`config.mk`:
```
export PLATFORM = sky130hd
export DESIGN_NAME = mipsCore
export DESIGN_NICKNAME = d
export VERILOG_FILES = /design/src/hdl/mipsPkg.sv /design/src/hdl/mipsCore.sv /design/src/hdl/memWbStage.sv /design/src/hdl/executeStage.sv /design/src/hdl/regFile.sv /design/src/hdl/decodeStage.sv /design/src/hdl/fetchStage.sv
export SDC_FILE = /design/constraint.sdc
export NUM_CORES = 2
export LEC_CHECK = 0
export ABC_AREA = 1
export BUFFER_PORTS_ARGS = -buffer_cell sky130_fd_sc_hd__buf_2
export CAP_MARGIN = 25
export CORE_MARGIN = 5
export CORE_UTILIZATION = 32
export CTS_BUF_LIST = sky130_fd_sc_hd__clkbuf_4
export CTS_CLUSTER_DIAMETER = 30
export DETAILED_ROUTE_END_ITERATION = 8
export MAX_ROUTING_LAYER = met4
export PLACE_DENSITY = 0.51
export SLEW_MARGIN = 20
export SYNTH_ARGS = -nofsm -noshare
export SYNTH_HDL_FRONTEND = slang
export SYNTH_HIERARCHICAL = 1
export SYNTH_SLANG_ARGS = --single-unit
```
`constraint.sdc`:
```
create_clock -name CLK -period 11.9 [get_ports CLK]
set_input_delay 0.595 -clock CLK [delete_from_list [all_inputs] [get_ports CLK]]
set_output_delay 0.595 -clock CLK [all_outputs]
set_load 0.01 [all_outputs]
```
`src/hdl/mipsPkg.sv`:
```
`default_nettype none

package mipsPkg;

  // Primary opcode field, inst[31:26]
  typedef enum logic [5:0] {
    opSpecial = 6'h00,  // R-format, operation in funct
    opBeq     = 6'h04,
    opBne     = 6'h05,
    opAddi    = 6'h08,
    opLw      = 6'h23,
    opSw      = 6'h2b
  } opcodeE;

  // Funct field of R-format, inst[5:0]
  typedef enum logic [5:0] {
    fnSllv = 6'h04,
    fnSrlv = 6'h06,
    fnAdd  = 6'h20
  } functE;

  // What EX does with the slot
  typedef enum logic [2:0] {
    aluNop,   // Bubble or unknown encoding
    aluAdd,   // ADD and ADDI
    aluSllv,
    aluSrlv,
    aluBeq,
    aluBne,
    aluLw,    // Address calc, load in MEM
    aluSw     // Address calc, store in MEM
  } aluOpE;

  typedef logic [4:0]  regIdxT;
  typedef logic [31:0] wordT;

  typedef struct packed {
    aluOpE  op;
    regIdxT rs;
    regIdxT rt;
    regIdxT dest;    // Zero when nothing is written
    wordT   rsVal;
    wordT   rtVal;
    wordT   imm;     // Sign-extended
    logic   useImm;  // Second operand is imm
  } idExT;

  typedef struct packed {
    aluOpE  op;
    regIdxT dest;
    wordT   result;     // ALU value or memory address
    wordT   storeData;
  } exMemT;

  // Writeback bus, dest 0 means no write
  typedef struct packed {
    regIdxT dest;
    wordT   data;
  } regWriteT;

endpackage

`default_nettype wire
```
`src/hdl/mipsCore.sv`:
```
`timescale 1ns/100ps
`default_nettype none

module mipsCore #(
  parameter int AddrWidth = 11
) (
  input  wire                  CLK,
  input  wire                  RST_X,
  input  wire                  STALL,        // Freezes the whole pipeline
  output wire [AddrWidth-1:0]  I_ADDR,
  input  wire mipsPkg::wordT   I_IN,         // Same-cycle instruction read
  output wire mipsPkg::wordT   D_ADDR,
  input  wire mipsPkg::wordT   D_IN,
  output wire mipsPkg::wordT   D_OUT,
  output wire                  D_OE,
  output wire [3:0]            D_WE
);
  import mipsPkg::*;

  wire [AddrWidth-1:0] ifPc;
  wire [AddrWidth-1:0] ifPc4;
  wire wordT           ifInst;
  wire regIdxT         rsIdx;
  wire regIdxT         rtIdx;
  wire wordT           rsVal;
  wire wordT           rtVal;
  wire idExT           idEx;
  wire [AddrWidth-1:0] branchTarget;
  wire                 hazardStall;
  wire regIdxT         exLoadDest;
  wire exMemT          exMem;
  wire                 redirect;
  wire [AddrWidth-1:0] redirectPc;
  wire regIdxT         memLoadDest;
  wire regWriteT       wbWrite;      // WB result, also the EX bypass

  fetchStage #(.AddrWidth(AddrWidth)) fetchStage_inst (
    .CLK(CLK), .RST_X(RST_X), .STALL(STALL), .hazardStall(hazardStall),
    .redirect(redirect), .redirectPc(redirectPc), .I_IN(I_IN), .I_ADDR(I_ADDR),
    .ifPc(ifPc), .ifPc4(ifPc4), .ifInst(ifInst)
  );

  decodeStage #(.AddrWidth(AddrWidth)) decodeStage_inst (
    .CLK(CLK), .RST_X(RST_X), .STALL(STALL), .redirect(redirect),
    .ifPc(ifPc), .ifPc4(ifPc4), .ifInst(ifInst), .exLoadDest(exLoadDest),
    .rsVal(rsVal), .rtVal(rtVal), .rsIdx(rsIdx), .rtIdx(rtIdx), .idEx(idEx),
    .branchTarget(branchTarget), .hazardStall(hazardStall)
  );

  regFile regFile_inst (
    .CLK(CLK), .rsIdx(rsIdx), .rtIdx(rtIdx), .wbWrite(wbWrite), .STALL(STALL),
    .rsVal(rsVal), .rtVal(rtVal)
  );

  executeStage #(.AddrWidth(AddrWidth)) executeStage_inst (
    .CLK(CLK), .RST_X(RST_X), .STALL(STALL), .idEx(idEx), .branchTarget(branchTarget),
    .wbWrite(wbWrite), .memLoadDest(memLoadDest), .exLoadDest(exLoadDest),
    .exMem(exMem), .redirect(redirect), .redirectPc(redirectPc)
  );

  memWbStage memWbStage_inst (
    .CLK(CLK), .RST_X(RST_X), .STALL(STALL), .exMem(exMem), .D_IN(D_IN),
    .D_ADDR(D_ADDR), .D_OUT(D_OUT), .D_OE(D_OE), .D_WE(D_WE),
    .memLoadDest(memLoadDest), .wbWrite(wbWrite)
  );

endmodule

`default_nettype wire

```
`src/hdl/memWbStage.sv`:
```
`timescale 1ns/100ps
`default_nettype none

module memWbStage (
  input  wire                  CLK,
  input  wire                  RST_X,
  input  wire                  STALL,
  input  wire mipsPkg::exMemT  exMem,
  input  wire mipsPkg::wordT   D_IN,         // Valid the cycle after D_OE
  output mipsPkg::wordT        D_ADDR,
  output mipsPkg::wordT        D_OUT,
  output logic                 D_OE,
  output logic [3:0]           D_WE,
  output mipsPkg::regIdxT      memLoadDest,
  output mipsPkg::regWriteT    wbWrite
);
  import mipsPkg::*;

  regIdxT wbDest;
  wordT   wbResult;
  logic   wbIsLoad;   // Take data from D_IN

  assign D_ADDR      = exMem.result;
  assign D_OUT       = exMem.storeData;
  assign D_OE        = !STALL && (exMem.op == aluLw);  // Held slot strobes once
  assign D_WE        = (!STALL && exMem.op == aluSw) ? 4'b1111 : 4'b0000;
  assign memLoadDest = (exMem.op == aluLw) ? exMem.dest : '0;

  // MEM/WB
  always_ff @(posedge CLK) begin
    if (!RST_X) begin
      wbDest   <= '0;
      wbIsLoad <= 1'b0;
    end else if (!STALL) begin
      wbDest   <= exMem.dest;
      wbIsLoad <= (exMem.op == aluLw);
      wbResult <= exMem.result;
    end
  end

  assign wbWrite = regWriteT'{dest: wbDest, data: wbIsLoad ? D_IN : wbResult};

  assert property (@(posedge CLK) disable iff (!RST_X) D_OE |-> (D_WE == 4'b0000))
    else $error("memWbStage: read and write strobes together");

endmodule

`default_nettype wire

```
`src/hdl/executeStage.sv`:
```
`timescale 1ns/100ps
`default_nettype none

module executeStage #(
  parameter int AddrWidth = 11
) (
  input  wire                    CLK,
  input  wire                    RST_X,
  input  wire                    STALL,
  input  wire mipsPkg::idExT     idEx,
  input  wire [AddrWidth-1:0]    branchTarget,
  input  wire mipsPkg::regWriteT wbWrite,       // Bypass from WB
  input  wire mipsPkg::regIdxT   memLoadDest,   // Load in MEM, value not ready yet
  output mipsPkg::regIdxT        exLoadDest,
  output mipsPkg::exMemT         exMem,
  output logic                   redirect,
  output logic [AddrWidth-1:0]   redirectPc
);
  import mipsPkg::*;

  wordT opA;        // rs after forwarding
  wordT rtFwd;      // rt after forwarding, compare and store data
  wordT opB;        // Second ALU operand
  wordT aluResult;
  logic isBranch;
  logic taken;
  logic redirectQ;  // Redirect seen last cycle

  // Youngest producer wins, EX/MEM before WB
  function automatic wordT forward(input regIdxT src, input wordT regVal,
                                   input exMemT mem, input regIdxT memLoad,
                                   input regWriteT wb);
    wordT val;
    if (src != '0 && mem.dest == src && memLoad != src) begin
      val = mem.result;
    end else if (src != '0 && wb.dest == src) begin
      val = wb.data;
    end else begin
      val = regVal;
    end
    return val;
  endfunction

  assign opA   = forward(idEx.rs, idEx.rsVal, exMem, memLoadDest, wbWrite);
  assign rtFwd = forward(idEx.rt, idEx.rtVal, exMem, memLoadDest, wbWrite);
  assign opB   = idEx.useImm ? idEx.imm : rtFwd;

  always_comb begin
    case (idEx.op)
      aluSllv:              aluResult = opA << opB[4:0];  // Only low 5 bits shift
      aluSrlv:              aluResult = opA >> opB[4:0];  // Logical, zero fill
      aluAdd, aluLw, aluSw: aluResult = opA + opB;
      default:              aluResult = '0;
    endcase
  end

  // Not-taken is assumed, only a taken branch redirects
  assign isBranch   = (idEx.op == aluBeq) || (idEx.op == aluBne);
  assign taken      = (idEx.op == aluBne) ? (opA != rtFwd) : (opA == rtFwd);
  assign redirect   = isBranch && taken && !redirectQ;
  assign redirectPc = branchTarget;
  assign exLoadDest = (idEx.op == aluLw) ? idEx.dest : '0;

  always_ff @(posedge CLK) begin
    if (!RST_X) begin
      redirectQ <= 1'b0;
    end else if (!STALL) begin
      redirectQ <= redirect;
    end
  end

  // EX/MEM
  always_ff @(posedge CLK) begin
    if (!RST_X) begin
      exMem.op   <= aluNop;
      exMem.dest <= '0;
    end else if (!STALL) begin
      exMem.op        <= redirectQ ? aluNop : idEx.op;
      exMem.dest      <= redirectQ ? '0 : idEx.dest;  // Flushed slot
      exMem.result    <= aluResult;
      exMem.storeData <= rtFwd;
    end
  end

  // Decode only hands over branch ops on a redirect path
  assert property (@(posedge CLK) disable iff (!RST_X)
                   redirect |-> (idEx.op inside {aluBeq, aluBne}))
    else $error("executeStage: redirect from a non-branch op");

endmodule

`default_nettype wire

```
`src/hdl/regFile.sv`:
```
`timescale 1ns/100ps
`default_nettype none

module regFile (
  input  wire                    CLK,
  input  wire mipsPkg::regIdxT   rsIdx,
  input  wire mipsPkg::regIdxT   rtIdx,
  input  wire mipsPkg::regWriteT wbWrite,  // dest 0 means no write
  input  wire                    STALL,
  output mipsPkg::wordT          rsVal,
  output mipsPkg::wordT          rtVal
);
  import mipsPkg::*;

  wordT regs [0:31];  // Entry 0 never written nor read
  logic writeEn;

  assign writeEn = (wbWrite.dest != '0) && !STALL;

  always_ff @(posedge CLK) begin
    if (writeEn) begin
      regs[wbWrite.dest] <= wbWrite.data;
    end
  end

  // r0 reads 0, same-cycle write passes straight through
  assign rsVal = (rsIdx == '0)           ? '0 :
                 (rsIdx == wbWrite.dest) ? wbWrite.data : regs[rsIdx];
  assign rtVal = (rtIdx == '0)           ? '0 :
                 (rtIdx == wbWrite.dest) ? wbWrite.data : regs[rtIdx];

endmodule

`default_nettype wire

```
`src/hdl/decodeStage.sv`:
```
`timescale 1ns/100ps
`default_nettype none

module decodeStage #(
  parameter int AddrWidth = 11
) (
  input  wire                    CLK,
  input  wire                    RST_X,
  input  wire                    STALL,
  input  wire                    redirect,     // Flush the slot going to EX
  input  wire [AddrWidth-1:0]    ifPc,
  input  wire [AddrWidth-1:0]    ifPc4,
  input  wire mipsPkg::wordT     ifInst,
  input  wire mipsPkg::regIdxT   exLoadDest,   // Load sitting in EX, 0 if none
  input  wire mipsPkg::wordT     rsVal,
  input  wire mipsPkg::wordT     rtVal,
  output mipsPkg::regIdxT        rsIdx,
  output mipsPkg::regIdxT        rtIdx,
  output mipsPkg::idExT          idEx,
  output logic [AddrWidth-1:0]   branchTarget,
  output logic                   hazardStall
);
  import mipsPkg::*;

  regIdxT               rdIdx;
  wordT                 immExt;
  aluOpE                decOp;
  regIdxT               decDest;
  logic                 decUseImm;
  logic                 readsRs;       // Instruction really uses rs
  logic                 readsRt;
  logic                 bubble;
  logic [AddrWidth-1:0] branchOffset;

  assign rsIdx        = ifInst[25:21];
  assign rtIdx        = ifInst[20:16];
  assign rdIdx        = ifInst[15:11];
  assign immExt       = {{16{ifInst[15]}}, ifInst[15:0]};
  assign branchOffset = {immExt[AddrWidth-3:0], 2'b00};  // Word offset to bytes

  always_comb begin
    decOp     = aluNop;
    decDest   = '0;
    decUseImm = 1'b0;
    readsRs   = 1'b0;
    readsRt   = 1'b0;
    case (ifInst[31:26])
      opSpecial: begin
        case (ifInst[5:0])
          fnAdd:   decOp = aluAdd;
          fnSllv:  decOp = aluSllv;
          fnSrlv:  decOp = aluSrlv;
          default: decOp = aluNop;   // Includes the all-zero word
        endcase
        if (decOp != aluNop) begin
          decDest = rdIdx;
          readsRs = 1'b1;
          readsRt = 1'b1;
        end
      end
      opAddi: begin
        decOp     = aluAdd;
        decDest   = rtIdx;  // I-format writes rt
        decUseImm = 1'b1;
        readsRs   = 1'b1;
      end
      opLw: begin
        decOp     = aluLw;
        decDest   = rtIdx;
        decUseImm = 1'b1;
        readsRs   = 1'b1;
      end
      opSw: begin
        decOp     = aluSw;
        decUseImm = 1'b1;   // rt is store data, not an ALU input
        readsRs   = 1'b1;
        readsRt   = 1'b1;
      end
      opBeq, opBne: begin
        decOp   = (ifInst[31:26] == opBeq) ? aluBeq : aluBne;
        readsRs = 1'b1;
        readsRt = 1'b1;
      end
      default: decOp = aluNop;
    endcase
  end

  // Loaded value only exists after MEM, so wait one cycle
  assign hazardStall = (exLoadDest != '0) &&
                       ((readsRs && exLoadDest == rsIdx) || (readsRt && exLoadDest == rtIdx));
  assign bubble      = redirect || hazardStall;

  // ID/EX
  always_ff @(posedge CLK) begin
    if (!RST_X) begin
      idEx.op   <= aluNop;
      idEx.dest <= '0;
    end else if (!STALL) begin
      idEx.op     <= bubble ? aluNop : decOp;
      idEx.dest   <= bubble ? '0 : decDest;
      idEx.rs     <= rsIdx;
      idEx.rt     <= rtIdx;
      idEx.rsVal  <= rsVal;        // Includes write-through from WB
      idEx.rtVal  <= rtVal;
      idEx.imm    <= immExt;
      idEx.useImm <= decUseImm;
      branchTarget <= ifPc4 + branchOffset;
    end
  end

  assert property (@(posedge CLK) disable iff (!RST_X) (idEx.op == aluNop) |-> (idEx.dest == '0))
    else $error("decodeStage: bubble carries a destination");

endmodule

`default_nettype wire

```
`src/hdl/fetchStage.sv`:
```
`timescale 1ns/100ps
`default_nettype none

module fetchStage #(
  parameter int AddrWidth = 11
) (
  input  wire                  CLK,
  input  wire                  RST_X,
  input  wire                  STALL,
  input  wire                  hazardStall,  // Load-use hold from ID
  input  wire                  redirect,     // Taken branch in EX
  input  wire [AddrWidth-1:0]  redirectPc,
  input  wire mipsPkg::wordT   I_IN,
  output logic [AddrWidth-1:0] I_ADDR,
  output logic [AddrWidth-1:0] ifPc,
  output logic [AddrWidth-1:0] ifPc4,
  output mipsPkg::wordT        ifInst
);

  logic [AddrWidth-1:0] pc;       // Address on the instruction port
  logic [AddrWidth-1:0] pcPlus4;
  logic                 advance;  // Sequential fetch moves on
  logic                 takeJump; // Redirect wins over a load-use hold

  assign I_ADDR   = pc;
  assign pcPlus4  = pc + AddrWidth'(4);
  assign advance  = !STALL && !hazardStall;
  assign takeJump = !STALL && redirect;

  always_ff @(posedge CLK) begin
    if (!RST_X) begin
      pc <= '0;
    end else if (takeJump) begin
      pc <= redirectPc;   // Target is on I_ADDR next cycle
    end else if (advance) begin
      pc <= pcPlus4;
    end
  end

  // IF/ID, instruction word is the control part
  always_ff @(posedge CLK) begin
    if (!RST_X) begin
      ifInst <= '0;
    end else if (takeJump) begin
      ifInst <= '0;       // Squash wrong-path fetch, decodes as no-op
    end else if (advance) begin
      ifInst <= I_IN;
    end
  end

  always_ff @(posedge CLK) begin
    if (takeJump || advance) begin
      ifPc  <= pc;
      ifPc4 <= pcPlus4;
    end
  end

  // Branch targets from ID must keep the PC on word boundaries
  assert property (@(posedge CLK) disable iff (!RST_X) pc[1:0] == 2'b00)
    else $error("fetchStage: PC not word aligned");

endmodule

`default_nettype wire

```
==> impl_results.md <==
- Chip height: 490 um
- GRT Overall Usage: 25.1%
- Worst supply voltage drop on vdd: 107 uV
- Core area: 230000 um2
- Vias per inst: 5.35
- Area of the multi-input gates: 29000 um2
- Worst slew pin tran: 1140 ps
- CP max FO: 68
- Slew HR: 24.0%
- Crit path required time: 12990 ps
- Final hold vios: 0
- Avg WL per Cell: 24.4 um
- DR pass1 iterations: 8
- CTS tree: done
- Max Freq: 152 MHz
- Die area: 240000 um2
- R2r endpoint: executeStage_inst/exMem[55]$_DFFE_PP_
- Tcrit/Tclk final: 55.2%
- Worst setup path class: register to register
- Vias in the first global route: 63400
- Die width: 490 um
- Area grow syn2layout: 11.3%
- Overflow after GRT: 0
- DR iter-0 viols: 8563
- Detail Route Antenna Nets: 0
- Setup TNS: 0 ps
- Vias: 66900
- FP Rows: 176
- Worst hold stages: 4
- Critical path's most frequent cell: nand2_1
- Cell area after technology mapping: 73700 um2
- LEAKAGE: 0.0338 uW
- Clk sink count: 1299
- Worst-skew pair later-pin latency: 1390 ps
- Setup slack at placement: 5460 ps
- Pins over their slew limit: 0
- Clock transition at the registers of the reported paths: 60 ps
- Pin count of the biggest net entering global routing: 177
- HPWL Detailed: 178000 um
- Fill count: 23700
- Worst Skew: 144 ps
- Placer Congestion: 0.929
- Post-Synthesis Cells: 9012
- Ports: 147
- Cts repair resizes: 0
- Number of CTS-inserted buffers: 410
- Design area: 82100 um2
- Yosys warns: 6
- Syn Area/Cell: 8.18 um2
- Setup Buffers After CTS: 0
- Critical hold path startpoint: I_IN[28]
- Initial antenna violation count: 18
- R2r startpoint: memWbStage_inst/wbDest[4]$_SDFFE_PN0N_
- DRC: 0
- Port Buffers: 146
- Fin nets: 9278
- Arrival time worst endpoint: 7660 ps
- Starting density of the core: 32.1%
- Outcome: complete, no violations
- Slowest cell on crit path: nor2_4
- Setup slack, reg-to-reg: 5330 ps
- CTS H-Tree Depth: 5
- Setup Viol. Count Final: 0
- Share of cells above drive strength 1: 11.9%
- CP startpoint kind: register
- Largest stage delay, worst path: 670 ps
- Maximum root-to-sink buffer count: 4
- Hold Crit Class: primary input to register
- Placed cell areas: 76000 um2
- Final worst setup slack: 5330 ps
- RSZ-0062 raised after global routing: no
- Final min period: 6570 ps
- PwrDens: 141 nW/um2
- Final core utilization: 35.7%
- Wirelength, routed: 305000 um
- Worst setup EP type: register
- First-pass GRT wire length: 436000 um
- Maxcap violations: 0
- Register Area: 38400 um2
- FF-to-FF path depth: 32
- Root buffer cell: clkbuf_4
- Hold Path Sink: fetchStage_inst/ifInst[28]$_SDFFE_PP0P_
-- worst max-delay path, delay by kind of cell, from the launching register on --
family / cells / cell delay (ps)
adder cells (fa/ha/maj): 1 / 310
flip-flops: 1 / 610
AND/OR/NAND/NOR: 22 / 3350
AO/OA/AOI/OAI: 5 / 940
buffers and inverters: 4 / 1070
-- worst max-delay path by stage --
stage	from	endpoint	slack, ps	depth (start not counted)
finish	memWbStage_inst/wbDest[4]$_SDFFE_PN0N_	executeStage_inst/exMem[55]$_DFFE_PP_	5330	32
global route	memWbStage_inst/wbDest[4]$_SDFFE_PN0N_	executeStage_inst/exMem[55]$_DFFE_PP_	4740	32
CTS	memWbStage_inst/wbDest[4]$_SDFFE_PN0N_	executeStage_inst/exMem[55]$_DFFE_PP_	5480	32
detailed placement	memWbStage_inst/wbDest[4]$_SDFFE_PN0N_	executeStage_inst/exMem[55]$_DFFE_PP_	5460	32
global placement	memWbStage_inst/wbDest[4]$_SDFFE_PN0N_	executeStage_inst/exMem[55]$_DFFE_PP_	5470	32
floorplan	STALL	decodeStage_inst/branchTarget[0]$_DFFE_PP_	6270	2
-- power breakdown --
part	switching [uW]	total [uW]	leakage (uW)	internal, uW
logic	1470	1980	0.0190	512
registers	77.4	5170	0.0118	5090
clock network	2070	4450	0.00306	2380
total	3620	11600	0.0338	7980
-- cells in the final DEF (no fill, tap or decap), drive strengths merged, types with 8 or more instances in the layout --
master,count
nand2,2935
nand3,1424
edfxtp,1233
inv,826
nor2,732
clkbuf,571
o21ai,402
buf,271
a21oi,259
o211ai,224
clkinv,127
dlygate4sd3,89
dfxtp,66
ha,41
nand3b,40
conb,32
mux2,32
or2,28
xnor2,26
diode,19
xor2,18
nand4,15
a31oi,14
nor3,9
bufinv,8
-- area by class of cell --
type	count	share of cell area [%]
Sequential cell	1299	46.7
Clock inverter	130	0.939
Tap cell	3026	4.61
Clock buffer	571	5.22
Inverter	831	3.86
Timing Repair Buffer	360	3.27
Multi-Input combinational cell	6266	35.3
Antenna cell	19	0.0579
-- metal layers --
layer  GRT usage (%)  part of all wire, %  vias to the layer above
met1            33.2                   42                    32200
met4            10.9                  4.4                        0
met2            37.8                   44                     3575
met5               -                    0                        -
met3            4.32                  9.4                      705
li1                -                    -                    30400
-- stage by stage --
step | power [uW] | hold WS (ps) | std cells
floorplan | 6460 | 403 | 9043
global placement | 7160 | 404 | 11700
detailed placement | 7170 | 406 | 11700
CTS | 11700 | 2.85 | 12500
global route | 12100 | 19.0 | 12500
finish | 11600 | 131 | 12500
-- sequential cells by signal (all words and copies together) (netlist names) --
signal                         flops
memWbStage_inst/wbIsLoad           1
memWbStage_inst/wbDest             5
fetchStage_inst/ifInst            32
fetchStage_inst/I_ADDR            11
executeStage_inst/exMem           72
decodeStage_inst/idEx             99
regFile_inst/regs               1024
fetchStage_inst/ifPc4              9
fetchStage_inst/ifPc               2
decodeStage_inst/branchTarget     11
executeStage_inst/redirectQ        1
memWbStage_inst/wbResult          32
-- timing repair --
| action | CTS | global route |
|---|---|---|
| endpoints found under the setup margin | 0 | 0 |
| hold buffers | 89 | 0 |
| hold endpoints to repair | 840 | 0 |
Note: power is estimated with default switching activity, not from simulation.
